--- src/rtl/div_pkg.sv ---
// Serial divider definitions
package div_pkg;

  // Bit 0 selects signed division and bit 1 selects the remainder
  typedef enum logic [1:0] {
    DIV_UDIV = 2'b00,
    DIV_SDIV = 2'b01,
    DIV_UREM = 2'b10,
    DIV_SREM = 2'b11
  } div_opcode_e;

  // Element counter width that covers eight byte elements
  localparam int unsigned CNT_W = 3;

  // Shift-subtract iterations for one element
  localparam int unsigned DIV_STEPS = 64;

endpackage

--- src/rtl/vec_pkg.sv ---
// Vector lane definitions
package vec_pkg;

  // Width of one vector lane in bits
  localparam int unsigned ELEN = 64;

  // Number of bytes in one lane word
  localparam int unsigned ELENB = ELEN / 8;

  // One lane word carrying packed elements
  typedef logic [ELEN-1:0] elen_t;

  // One bit per byte for the byte enables and for the mask
  typedef logic [ELENB-1:0] strb_t;

  // Element width of a request
  typedef enum logic [1:0] {
    EW8  = 2'b00,
    EW16 = 2'b01,
    EW32 = 2'b10,
    EW64 = 2'b11
  } vew_e;

  // Integer divide operations of the vector unit
  typedef enum logic [1:0] {
    VDIVU = 2'b00,
    VDIV  = 2'b01,
    VREMU = 2'b10,
    VREM  = 2'b11
  } vdiv_op_e;

endpackage

--- src/rtl/serial_divider.sv ---
// Radix-2 serial integer divider
module serial_divider (
  input  logic                  clk_i,
  input  logic                  rst_ni,
  input  vec_pkg::elen_t        op_a_i,
  input  vec_pkg::elen_t        op_b_i,
  input  div_pkg::div_opcode_e  opcode_i,
  input  logic                  in_valid_i,
  output logic                  in_ready_o,
  output logic                  out_valid_o,
  input  logic                  out_ready_i,
  output vec_pkg::elen_t        res_o
);

  typedef enum logic [1:0] {DIV_IDLE, DIV_RUN, DIV_FINISH, DIV_DONE} div_state_e;

  div_state_e state_d, state_q;
  logic [$clog2(div_pkg::DIV_STEPS)-1:0] step_d, step_q;

  // Operand preparation at acceptance
  logic           in_hs;
  logic           a_neg_in, b_neg_in;
  vec_pkg::elen_t abs_a, abs_b;

  // Per element flags and working registers
  logic           rem_sel_q, a_neg_q, b_neg_q, zero_q, ovf_q;
  vec_pkg::elen_t dividend_q, divisor_q, quo_q, rem_q, res_q;

  // One restoring step and the final correction
  logic [vec_pkg::ELEN:0]   partial;
  logic [vec_pkg::ELEN+1:0] diff;
  vec_pkg::elen_t           quo_step, rem_step;
  vec_pkg::elen_t           quo_fix, rem_fix;

  assign in_ready_o  = (state_q == DIV_IDLE);
  assign out_valid_o = (state_q == DIV_DONE);
  assign res_o       = res_q;
  assign in_hs       = in_valid_i && in_ready_o;

  // Signs only matter for the signed opcodes
  assign a_neg_in = opcode_i[0] & op_a_i[vec_pkg::ELEN-1];
  assign b_neg_in = opcode_i[0] & op_b_i[vec_pkg::ELEN-1];
  // The most negative value maps onto itself, which is its correct unsigned magnitude
  assign abs_a    = a_neg_in ? -op_a_i : op_a_i;
  assign abs_b    = b_neg_in ? -op_b_i : op_b_i;

  // Shift the next dividend bit into the partial remainder and try to subtract
  assign partial  = {rem_q, quo_q[vec_pkg::ELEN-1]};
  assign diff     = {1'b0, partial} - {2'b00, divisor_q};
  // A borrow restores the shifted value, otherwise the difference is kept
  assign rem_step = diff[vec_pkg::ELEN+1] ? partial[vec_pkg::ELEN-1:0]
                                          : diff[vec_pkg::ELEN-1:0];
  assign quo_step = {quo_q[vec_pkg::ELEN-2:0], ~diff[vec_pkg::ELEN+1]};

  // Sign correction and the RISC-V special cases
  always_comb begin
    quo_fix = (a_neg_q ^ b_neg_q) ? -quo_q : quo_q;
    rem_fix = a_neg_q ? -rem_q : rem_q;
    if (zero_q) begin
      // Division by zero returns all ones and leaves the dividend as remainder
      quo_fix = '1;
      rem_fix = dividend_q;
    end else if (ovf_q) begin
      // Most negative value over minus one returns the dividend with no remainder
      quo_fix = dividend_q;
      rem_fix = '0;
    end
  end

  // Control FSM
  always_comb begin
    state_d = state_q;
    step_d  = step_q;
    case (state_q)
      DIV_IDLE: begin
        if (in_valid_i) begin
          state_d = DIV_RUN;
          step_d  = '0;
        end
      end
      DIV_RUN: begin
        // One quotient bit per cycle until the last step
        if (int'(step_q) == div_pkg::DIV_STEPS - 1) begin
          state_d = DIV_FINISH;
        end else begin
          step_d = step_q + 1'b1;
        end
      end
      DIV_FINISH: begin
        state_d = DIV_DONE;
      end
      DIV_DONE: begin
        // Hold the result and block new operands until it is taken
        if (out_ready_i) begin
          state_d = DIV_IDLE;
        end
      end
      default: begin
        state_d = DIV_IDLE;
      end
    endcase
  end

  always_ff @(posedge clk_i or negedge rst_ni) begin
    if (!rst_ni) begin
      state_q <= DIV_IDLE;
      step_q  <= '0;
    end else begin
      state_q <= state_d;
      step_q  <= step_d;
    end
  end

  always_ff @(posedge clk_i) begin
    if (in_hs) begin
      rem_sel_q  <= opcode_i[1];
      a_neg_q    <= a_neg_in;
      b_neg_q    <= b_neg_in;
      zero_q     <= (op_b_i == '0);
      ovf_q      <= opcode_i[0] && (op_a_i == {1'b1, {(vec_pkg::ELEN-1){1'b0}}})
                    && (op_b_i == '1);
      dividend_q <= op_a_i;
      divisor_q  <= abs_b;
      quo_q      <= abs_a;
      rem_q      <= '0;
    end else if (state_q == DIV_RUN) begin
      quo_q <= quo_step;
      rem_q <= rem_step;
    end
    if (state_q == DIV_FINISH) begin
      res_q <= rem_sel_q ? rem_fix : quo_fix;
    end
  end

endmodule

--- src/rtl/simd_div.sv ---
// Vector divider request sequencer
module simd_div (
  input  logic                  clk_i,
  input  logic                  rst_ni,
  input  vec_pkg::elen_t        operand_a_i,
  input  vec_pkg::elen_t        operand_b_i,
  input  vec_pkg::vdiv_op_e     op_i,
  input  vec_pkg::vew_e         vew_i,
  input  vec_pkg::strb_t        be_i,
  input  vec_pkg::strb_t        mask_i,
  input  logic                  valid_i,
  output logic                  ready_o,
  output vec_pkg::elen_t        result_o,
  output vec_pkg::strb_t        mask_o,
  output logic                  valid_o,
  input  logic                  ready_i,
  output vec_pkg::elen_t        div_op_a_o,
  output vec_pkg::elen_t        div_op_b_o,
  output div_pkg::div_opcode_e  div_opcode_o,
  output logic                  div_in_valid_o,
  input  logic                  div_in_ready_i,
  input  logic                  div_out_valid_i,
  output logic                  div_out_ready_o,
  input  vec_pkg::elen_t        div_result_i
);

  typedef enum logic [1:0] {ISSUE_IDLE, ISSUE_RUN, ISSUE_WAIT} issue_state_e;
  typedef enum logic [1:0] {COMMIT_IDLE, COMMIT_RUN, COMMIT_DONE} commit_state_e;

  issue_state_e  issue_state_d, issue_state_q;
  commit_state_e commit_state_d, commit_state_q;

  // The latched request stays stable until the response is taken
  vec_pkg::elen_t    opa_q, opb_q;
  vec_pkg::vdiv_op_e op_q;
  vec_pkg::vew_e     vew_q;
  vec_pkg::strb_t    be_q, mask_q;

  // Packed result under construction
  vec_pkg::elen_t result_d, result_q;
  vec_pkg::elen_t shifted_result, inserted_elem;

  // Element counters start at the highest index
  logic [div_pkg::CNT_W-1:0] issue_cnt_d, issue_cnt_q;
  logic [div_pkg::CNT_W-1:0] commit_cnt_d, commit_cnt_q;
  logic [div_pkg::CNT_W-1:0] cnt_init;

  logic req_hs;
  logic signed_op;
  logic issue_en, commit_en;
  logic commit_step;

  // Byte index of the lowest byte of element cnt
  function automatic logic [div_pkg::CNT_W-1:0] first_byte(logic [div_pkg::CNT_W-1:0] cnt,
                                                           vec_pkg::vew_e vew);
    case (vew)
      vec_pkg::EW8:  return cnt;
      vec_pkg::EW16: return {cnt[1:0], 1'b0};
      vec_pkg::EW32: return {cnt[0], 2'b00};
      default:       return '0;
    endcase
  endfunction

  // Pick element cnt out of a word and widen it to the full lane
  function automatic vec_pkg::elen_t extend_elem(vec_pkg::elen_t word, vec_pkg::vew_e vew,
                                                 logic [div_pkg::CNT_W-1:0] cnt, logic sgn);
    logic [7:0]  e8;
    logic [15:0] e16;
    logic [31:0] e32;
    e8  = word[8*cnt +: 8];
    e16 = word[16*cnt[1:0] +: 16];
    e32 = word[32*cnt[0] +: 32];
    case (vew)
      vec_pkg::EW8:  return {{56{sgn & e8[7]}}, e8};
      vec_pkg::EW16: return {{48{sgn & e16[15]}}, e16};
      vec_pkg::EW32: return {{32{sgn & e32[31]}}, e32};
      default:       return word;
    endcase
  endfunction

  assign ready_o  = (issue_state_q == ISSUE_IDLE);
  assign valid_o  = (commit_state_q == COMMIT_DONE);
  assign req_hs   = valid_i && ready_o;
  assign result_o = result_q;
  assign mask_o   = mask_q;

  // Highest element index for the requested width
  always_comb begin
    case (vew_i)
      vec_pkg::EW8:  cnt_init = 3'd7;
      vec_pkg::EW16: cnt_init = 3'd3;
      vec_pkg::EW32: cnt_init = 3'd1;
      default:       cnt_init = 3'd0;
    endcase
  end

  // An element counts as enabled when the enable of its first byte is set
  assign issue_en  = be_q[first_byte(issue_cnt_q, vew_q)];
  assign commit_en = be_q[first_byte(commit_cnt_q, vew_q)];

  // Signed operations sign-extend and the others zero-extend
  assign signed_op  = (op_q == vec_pkg::VDIV) || (op_q == vec_pkg::VREM);
  assign div_op_a_o = extend_elem(opa_q, vew_q, issue_cnt_q, signed_op);
  assign div_op_b_o = extend_elem(opb_q, vew_q, issue_cnt_q, signed_op);

  always_comb begin
    case (op_q)
      vec_pkg::VDIV:  div_opcode_o = div_pkg::DIV_SDIV;
      vec_pkg::VREMU: div_opcode_o = div_pkg::DIV_UREM;
      vec_pkg::VREM:  div_opcode_o = div_pkg::DIV_SREM;
      default:        div_opcode_o = div_pkg::DIV_UDIV;
    endcase
  end

  // The issue FSM spends one divider handshake per element or one cycle per skipped element
  always_comb begin
    issue_state_d  = issue_state_q;
    issue_cnt_d    = issue_cnt_q;
    div_in_valid_o = 1'b0;
    case (issue_state_q)
      ISSUE_IDLE: begin
        if (req_hs) begin
          issue_cnt_d   = cnt_init;
          issue_state_d = ISSUE_RUN;
        end
      end
      ISSUE_RUN: begin
        div_in_valid_o = issue_en;
        if (!issue_en || div_in_ready_i) begin
          if (issue_cnt_q == '0) begin
            issue_state_d = ISSUE_WAIT;
          end else begin
            issue_cnt_d = issue_cnt_q - 1'b1;
          end
        end
      end
      ISSUE_WAIT: begin
        // The latched request feeds the commit path until the response leaves
        if (valid_o && ready_i) begin
          issue_state_d = ISSUE_IDLE;
        end
      end
      default: begin
        issue_state_d = ISSUE_IDLE;
      end
    endcase
  end

  // Commit FSM walks the same elements in the same order
  assign commit_step     = (commit_state_q == COMMIT_RUN) && (!commit_en || div_out_valid_i);
  assign div_out_ready_o = (commit_state_q == COMMIT_RUN) && commit_en;

  always_comb begin
    commit_state_d = commit_state_q;
    commit_cnt_d   = commit_cnt_q;
    case (commit_state_q)
      COMMIT_IDLE: begin
        if (req_hs) begin
          commit_cnt_d   = cnt_init;
          commit_state_d = COMMIT_RUN;
        end
      end
      COMMIT_RUN: begin
        if (commit_step) begin
          if (commit_cnt_q == '0) begin
            commit_state_d = COMMIT_DONE;
          end else begin
            commit_cnt_d = commit_cnt_q - 1'b1;
          end
        end
      end
      COMMIT_DONE: begin
        if (ready_i) begin
          commit_state_d = COMMIT_IDLE;
        end
      end
      default: begin
        commit_state_d = COMMIT_IDLE;
      end
    endcase
  end

  // Elements arrive highest first, so each one pushes the earlier ones up
  always_comb begin
    case (vew_q)
      vec_pkg::EW8: begin
        shifted_result = result_q << 8;
        inserted_elem  = {56'b0, div_result_i[7:0]};
      end
      vec_pkg::EW16: begin
        shifted_result = result_q << 16;
        inserted_elem  = {48'b0, div_result_i[15:0]};
      end
      vec_pkg::EW32: begin
        shifted_result = result_q << 32;
        inserted_elem  = {32'b0, div_result_i[31:0]};
      end
      default: begin
        shifted_result = '0;
        inserted_elem  = div_result_i;
      end
    endcase
    // Skipped elements read as zero
    if (!commit_en) begin
      inserted_elem = '0;
    end
    result_d = commit_step ? (shifted_result | inserted_elem) : result_q;
  end

  always_ff @(posedge clk_i or negedge rst_ni) begin
    if (!rst_ni) begin
      issue_state_q  <= ISSUE_IDLE;
      commit_state_q <= COMMIT_IDLE;
      issue_cnt_q    <= '0;
      commit_cnt_q   <= '0;
    end else begin
      issue_state_q  <= issue_state_d;
      commit_state_q <= commit_state_d;
      issue_cnt_q    <= issue_cnt_d;
      commit_cnt_q   <= commit_cnt_d;
    end
  end

  always_ff @(posedge clk_i) begin
    if (req_hs) begin
      opa_q  <= operand_a_i;
      opb_q  <= operand_b_i;
      op_q   <= op_i;
      vew_q  <= vew_i;
      be_q   <= be_i;
      mask_q <= mask_i;
    end
    result_q <= result_d;
  end

endmodule

--- src/rtl/simd_div_top.sv ---
// Vector divider lane top level
module simd_div_top (
  input  logic               clk_i,
  input  logic               rst_ni,
  input  vec_pkg::elen_t     operand_a_i,
  input  vec_pkg::elen_t     operand_b_i,
  input  vec_pkg::vdiv_op_e  op_i,
  input  vec_pkg::vew_e      vew_i,
  input  vec_pkg::strb_t     be_i,
  input  vec_pkg::strb_t     mask_i,
  input  logic               valid_i,
  output logic               ready_o,
  output vec_pkg::elen_t     result_o,
  output vec_pkg::strb_t     mask_o,
  output logic               valid_o,
  input  logic               ready_i
);

  // Element port from the sequencer to the divider
  vec_pkg::elen_t       div_op_a, div_op_b;
  div_pkg::div_opcode_e div_opcode;
  logic                 div_in_valid, div_in_ready;

  // Result port from the divider back to the sequencer
  vec_pkg::elen_t div_result;
  logic           div_out_valid, div_out_ready;

  simd_div i_simd_div (
    .clk_i           (clk_i),
    .rst_ni          (rst_ni),
    .operand_a_i     (operand_a_i),
    .operand_b_i     (operand_b_i),
    .op_i            (op_i),
    .vew_i           (vew_i),
    .be_i            (be_i),
    .mask_i          (mask_i),
    .valid_i         (valid_i),
    .ready_o         (ready_o),
    .result_o        (result_o),
    .mask_o          (mask_o),
    .valid_o         (valid_o),
    .ready_i         (ready_i),
    .div_op_a_o      (div_op_a),
    .div_op_b_o      (div_op_b),
    .div_opcode_o    (div_opcode),
    .div_in_valid_o  (div_in_valid),
    .div_in_ready_i  (div_in_ready),
    .div_out_valid_i (div_out_valid),
    .div_out_ready_o (div_out_ready),
    .div_result_i    (div_result)
  );

  serial_divider i_serial_divider (
    .clk_i       (clk_i),
    .rst_ni      (rst_ni),
    .op_a_i      (div_op_a),
    .op_b_i      (div_op_b),
    .opcode_i    (div_opcode),
    .in_valid_i  (div_in_valid),
    .in_ready_o  (div_in_ready),
    .out_valid_o (div_out_valid),
    .out_ready_i (div_out_ready),
    .res_o       (div_result)
  );

endmodule

--- config.mk ---
export PLATFORM = sky130hd
export DESIGN_NAME = simd_div_top
export DESIGN_NICKNAME = d
export VERILOG_FILES = /design/src/rtl/div_pkg.sv /design/src/rtl/vec_pkg.sv /design/src/rtl/serial_divider.sv /design/src/rtl/simd_div.sv /design/src/rtl/simd_div_top.sv
export SDC_FILE = /design/constraint.sdc
export NUM_CORES = 2
export LEC_CHECK = 0
export BUFFER_PORTS_ARGS = -buffer_cell sky130_fd_sc_hd__buf_4
export CORE_UTILIZATION = 36
export DETAILED_ROUTE_END_ITERATION = 8
export HOLD_SLACK_MARGIN = 0.02
export SYNTH_ARGS = -nofsm -noshare
export SYNTH_HDL_FRONTEND = slang
export SYNTH_HIERARCHICAL = 1
export SYNTH_SLANG_ARGS = --single-unit
export TNS_END_PERCENT = 1
--- constraint.sdc ---
create_clock -name clk_i -period 11.4 [get_ports clk_i]
set_input_delay 0.57 -clock clk_i [delete_from_list [all_inputs] [get_ports clk_i]]
set_output_delay 0.57 -clock clk_i [all_outputs]
set_load 0.02 [all_outputs]
# After elaboration in Yosys (flattened, before gate mapping)

Cells that the tools add are included.

Flip-flop bits (word level): 555
Bits of input ports: 152
Output and inout bits: 74

$add $sub $neg: 8
Magnitude comparators: 2
Equality and inequality tests: 31
Shifts and indexed selects: 6
Mux-type cells: 49
Bitwise logic cells: 11
Reduce and logical (&&, ||, !) cells: 30

Operator list:

| operator                                      | number |
|---|---|
| two-way mux 64 bit                            | 13 |
| one-hot mux 64 bit (3 select lines)           | 4 |
| negator 64 bit                                | 4 |
| == test 64 bit, second input constant         | 2 |
| indexed part select 64 x 7 -> 16 bit          | 2 |
| indexed part select 64 x 7 -> 32 bit          | 2 |
| indexed part select 64 x 7 -> 8 bit           | 2 |
| subtractor 65 x 64 -> 66 bit                  | 1 |
| logical NOT 64 bit                            | 1 |
| bitwise OR 64 bit                             | 1 |
| one-hot mux 3 bit (3 select lines)            | 3 |
| two-way mux 2 bit                             | 10 |
| one-hot mux 2 bit (3 select lines)            | 3 |
| == test 2 bit, second input constant          | 8 |
| AND reduction 4 bit                           | 4 |
| two-way mux 3 bit                             | 5 |
| != test 2 x 1 -> 1 bit, second input constant | 7 |
| != test 2 bit, second input constant          | 7 |
| == test 2 x 1 -> 1 bit, second input constant | 6 |
| two-way mux 6 bit                             | 2 |
| one-hot mux 3 bit (2 select lines)            | 2 |
| one-hot mux 6 bit (2 select lines)            | 1 |
| logical NOT 2 bit                             | 5 |
| AND 1 bit                                     | 8 |
| other kinds (15)                              | 34 |

# Longest topological paths before layout

Depth after elaboration: 9
Depth in mapped cells: 20
Gate-level depth less buffers: 17

# Cells and area by module

The synthesis kept the hierarchy.

By module, submodules not included:

| module         | times used | cells an instance | area an instance (um^2) |
|---|---|---|---|
| serial_divider | 1          | 2608              | 23034.6 |
| simd_div       | 1          | 1111              | 12522.0 |

# Least setup slack after synthesis

Ideal clock, no wire load.

Path kind: in2reg
Start: in valid_i
End: reg i_simd_div/commit_cnt_q[1] (netlist name)
Library setup time: 0.079 ns
Arrival: 8.345 ns
Required time: 11.321 ns
Slack: 2.976 ns
Stages: 5
Cells stage by stage: nand2b_1 > nor2_1 > nand2_1 > o311ai_1 > mux2i_1

Longest elaborated chain between the ends: 3

Ends and longest elaborated chain:

| item                             | RTL line           | RTL |
|---|---|---|
| from (decl)                      | simd_div_top.sv:11 | `input logic valid_i,` |
| logical AND 1 bit                | simd_div.sv:83     | `assign req_hs = valid_i && ready_o;` |
| via i_simd_div.req_hs            | simd_div.sv:48     | `logic req_hs;` |
| != test 2 x 1 -> 1 bit (no line) | --                 |  |
| AND reduction 4 bit (no line)    | --                 |  |
| to (signal assigned)             | simd_div.sv:220    | `commit_cnt_q <= commit_cnt_d;` |
| to (decl)                        | simd_div.sv:45     | `logic [div_pkg::CNT_W-1:0] commit_cnt_d, commit_cnt_q;` |

The timed path passes the listed nets, and every way through them passes these cells.
A chain may end at the register's enable or synchronous reset.

# Worst setup path after layout

Start: reg i_simd_div/issue_cnt_q[0] (netlist name)
End: reg i_serial_divider.quo_q[62], data pin

Longest elaborated chain between the ends: 6

Ends and longest elaborated chain:

| item                                                               | RTL line                                       | RTL |
|---|---|---|
| from (decl)                                                        | simd_div.sv:44                                 | `logic [div_pkg::CNT_W-1:0] issue_cnt_d, issue_cnt_q;` |
| from (signal assigned)                                             | simd_div.sv:219                                | `issue_cnt_q <= issue_cnt_d;` |
| indexed part select 64 x 7 -> 32 bit, or another cell as far along | simd_div.sv:72                                 | `e32 = word[32*cnt[0] +: 32];` |
| AND 1 bit (on tied branches)                                       | simd_div.sv:76, simd_div.sv:74, simd_div.sv:75 |  |
| one-hot mux 64 bit (3 select lines) *                              | simd_div.sv:73                                 | `case (vew)` |
| via div_op_a[32]                                                   | simd_div_top.sv:20                             | `vec_pkg::elen_t div_op_a, div_op_b;` |
| negator 64 bit *                                                   | serial_divider.sv:44                           | `assign abs_a = a_neg_in ? -op_a_i : op_a_i;` |
| two-way mux 64 bit *                                               | serial_divider.sv:44                           |  |
| two-way mux 64 bit *                                               | serial_divider.sv:115                          | `if (in_hs) begin` |
| to (signal assigned)                                               | serial_divider.sv:124                          | `quo_q <= abs_a;` |
| to (signal assigned)                                               | serial_divider.sv:127                          | `quo_q <= quo_step;` |
| to (decl)                                                          | serial_divider.sv:27                           | `vec_pkg::elen_t dividend_q, divisor_q, quo_q, rem_q, res_q;` |

Mark *: on every way through the listed nets, which the timed path passes. The rest lies on a longest branch. The select of a mux whose other input is x is not followed.

==> reports/qor.yml <==
grt_max_degree: 179
p_leak_uw: 0.0152
dp_hpwl_um: 98100
cts_max_level: 2
synthTopCellsByArea: "edfxtp_1 40%, a21oi_1 4.9%, o21ai_0 4.6%"
dr.pass1.iters: 9
reg2reg_from: "i_simd_div/issue_cnt_q[0]"
syn-cell-area_um2: 35600
layout-drive-gt1-share: 0.119
postRouteAntennaNets: 0
critPathMaxFanout: 50
grt-ovfl-total: 0
synth_largest_area_cell: "edfxtp_1"
rsz0062_at_grt: "false"
die_w_um: 316
timing.setup.tns_ns: 0
critPathLaunchType: "register"
first_global_vias: 28085
routedWlPerCell_um: 25.5
worst_slew_pin_slew_ns: 1.17
drt_wl_total_um: 131000
ys_seq_area_frac: 0.448
whs_path_depth: 1
outcome: "finished, final reports clean"
post_cts_buffers: 0
viasPerCell: 5.95
finalHoldViolCount: 0
min_from: "op_i[0]"
clk_pin_slew_worst_paths_ns: 0.07
slew_headroom: 0.218
grt_first_pass_wirelength_um: 190000
top_usage_layer: "met2"
io_pins: 226
fmax_mhz: 155
finClkSkew_ns: 0.0575
worstHoldPathType: "primary input to register"
synth.distinct_cells: 86
cts_buffers: 60
clock_path_buffers: 3
die_y_um: 316
use_met3: 0.0470
grtUsageMet1: 0.365
peakVddDrop_mv: 0.168
final_common_cell: "edfxtp_1"
arrival_ns: 6.83
rows: 114
min_period_over_period: 0.565
place.gp.congestion: 0.979
yosysWarningCount: 6
grt_use_total: 0.257
min_to: "i_simd_div/op_q[0]"
utilization: 0.415
p_comb_frac: 0.511
endpoint_kind: "register"
required_ns: 11.79
syn2layout_area_growth_pct: 13.6
drtIter0Drc: 3665
crit_type: "register to register"
clock_sinks: 555
use_met2: 0.386
initial_core_util: 0.366
cts_resized: 0
core-area_um2: 97300
syn_area_per_cell_um2: 9.56
synth_edf_count: 473
ys.flop_type: "edfxtp_1"
num_vias: 30495
swShare: 0.467
antenna_found_initial: 3
clockPowerShare: 0.158
die-area_um2: 100000
port_buffers: 225
p_switching_uw: 6170
root_buffer: "clkbuf_16"
cts_tree: "built"
synth_top_area_frac: 0.399
r2r_slack_ns: 4.96
powerDensity_nw_per_um2: 327
clkLatencyLatePin_ns: 0.67
fillers: 9564
ff2ff_path_depth: 18
finalMaxSlewViolations: 0
syn_nets: 3950
power_frac_seq: 0.331
antenna_cells: 0
drc: 0
setup_violations: 0
synthCells: 3719
synth-async-reset-ratio: 0.0324
final_cell_mix: "473 x edfxtp_1, 344 x a21oi_1, 326 x o21ai_0, 318 x nand2_1, 281 x nor2_1"
ys_ff_latch: 555
finalCriticalPeriod_ns: 6.44
layout.nets: 4032
internal_power_uw: 7060
r2r-end: "i_serial_divider/quo_q[62]"
maxCapViolCount: 0
[logic make-up (layout without fill, tap and decap cells)]
| kind of cell | count (synthesis) | in the layout | synth area share |
|---|---|---|---|
| and+or+nand+nor | 1100 | 1100 | 0.150 |
| xor gates and xnor gates | 300 | 300 | 0.0739 |
| muxes | 129 | 129 | 0.0535 |
| DFF | 555 | 555 | 0.448 |
| AOI/OAI and AO/OA | 1197 | 1197 | 0.207 |
| adders and majority gates | 79 | 79 | 0.0280 |
| buffers and inverters | 359 | 493 | 0.0397 |
[power by group through the flow]
stage	clock, µW	combinational, µW	sequential, µW
3_3_place_gp	0	6600	4370
5_1_grt	2200	7390	4430
4_1_cts	2130	6680	4340
3_5_place_dp	0	6640	4370
2_1_floorplan	0	4690	4030
6_report	2090	6760	4380
[flip-flops by register name (all words and copies together) (netlist names), 2 cells and up]
| name | count |
|---|---|
| i_simd_div/result_o | 64 |
| i_serial_divider/res_o | 64 |
| i_simd_div/be_q | 8 |
| i_serial_divider/step_q | 6 |
| i_serial_divider/state_q | 2 |
| i_serial_divider/rem_q | 64 |
| i_simd_div/issue_cnt_q | 3 |
| i_simd_div/op_q | 2 |
| i_simd_div/mask_o | 8 |
| i_serial_divider/quo_q | 64 |
| i_simd_div/opa_q | 64 |
| i_simd_div/commit_state_q | 2 |
| i_serial_divider/divisor_q | 64 |
| i_simd_div/opb_q | 64 |
| i_simd_div/vew_q | 2 |
| i_simd_div/issue_state_q | 2 |
| i_serial_divider/dividend_q | 64 |
| i_simd_div/commit_cnt_q | 3 |
[worst max path at each step]
| stage | start | to | slack (ns) | depth (start not counted) |
|---|---|---|---|---|
| final | i_simd_div/issue_cnt_q[0] | i_serial_divider/quo_q[62] | 4.96 | 18 |
| after global routing | i_simd_div/issue_cnt_q[0] | i_serial_divider/quo_q[62] | 4.61 | 18 |
| after CTS | i_simd_div/issue_cnt_q[0] | i_serial_divider/quo_q[62] | 5.11 | 18 |
| after detailed placement | i_simd_div/issue_cnt_q[0] | i_serial_divider/quo_q[62] | 5.11 | 18 |
| after global placement | i_simd_div/issue_cnt_q[0] | i_serial_divider/quo_q[62] | 5.24 | 18 |
| after floorplan | valid_i | i_simd_div/commit_cnt_q[1] | 2.98 | 5 |
[layer usage]
layer	wire, µm	part of all wire	vias to the layer above
met5	0	0	-
met4	5450	0.042	0
met3	12100	0.093	219
met2	56800	0.43	1476
met1	56400	0.43	14853
li1	-	-	13947
[per-stage QoR]
stage	std cells	setup WS, ns	hold WS (ns)	power [µW]	area, µm²
2_1_floorplan	3719	2.98	0.274	8720	35600
3_3_place_gp	5014	5.24	0.403	11000	38300
3_5_place_dp	5014	5.11	0.408	11000	38300
4_1_cts	5129	5.11	0.0435	13100	40400
5_1_grt	5129	4.61	0.0485	14000	40400
6_report	5129	4.96	0.0798	13200	40400
[repair_timing]
item	in CTS	in global routing
hold endpoints to repair	18	0
hold buffers	1	0
setup endpoints to repair	0	0
[Yosys cell counts (8+ instances only)]
master and number:
inv_1 112, o21ai_0 326, o41ai_1 16, o21ai_1 16, buf_2 33, a211oi_1 88, nor3_1 61, or3_1 44
and3_1 17, xnor2_1 176, buf_1 12, edfxtp_1 473, nor2b_1 63, dfxtp_1 64, a31oi_1 71, or4_1 19
mux2i_1 73, o31ai_1 54, nand4_1 44, o21bai_1 12, clkbuf_1 193, mux2_2 8, o21a_1 12, a222oi_1 15
nor4_1 25, a21oi_1 345, nor2_1 283, nand2b_1 85, dfrtp_1 18, xor2_1 124, and2_1 39, nand2_1 320
nand3_1 61, ha_1 78, o22ai_1 9, a22oi_1 56, or2_2 11, mux4_2 48, a21o_1 106, o211ai_1 14
[critical path: stages, from the launching register on]
cell	delay, ns
dfrtp_4	0.77
buf_4	0.64
mux4_2	0.58
mux2i_1	0.22
nor2_1	0.12
o21ai_4	0.51
o21ai_2	0.10
buf_4	0.25
a21o_1	0.24
or4_1	0.61
nor4_1	0.39
nand3_1	0.20
nor3_1	0.38
nand2_1	0.14
nor2_1	0.24
and3_1	0.33
a21oi_1	0.12
xnor2_1	0.17
o21ai_0	0.09
[area by class of cell]
cell class	instances	area, µm²	area share
multi-input combinational	2805	18300	0.453
inverter	115	437	0.0108
sequential	555	15900	0.395
tap	1276	1600	0.0395
clock inverter	34	438	0.0108
clock buffer	80	1660	0.0410
timing repair buffer	264	2020	0.0500
Power figures use the tool's default switching activity.
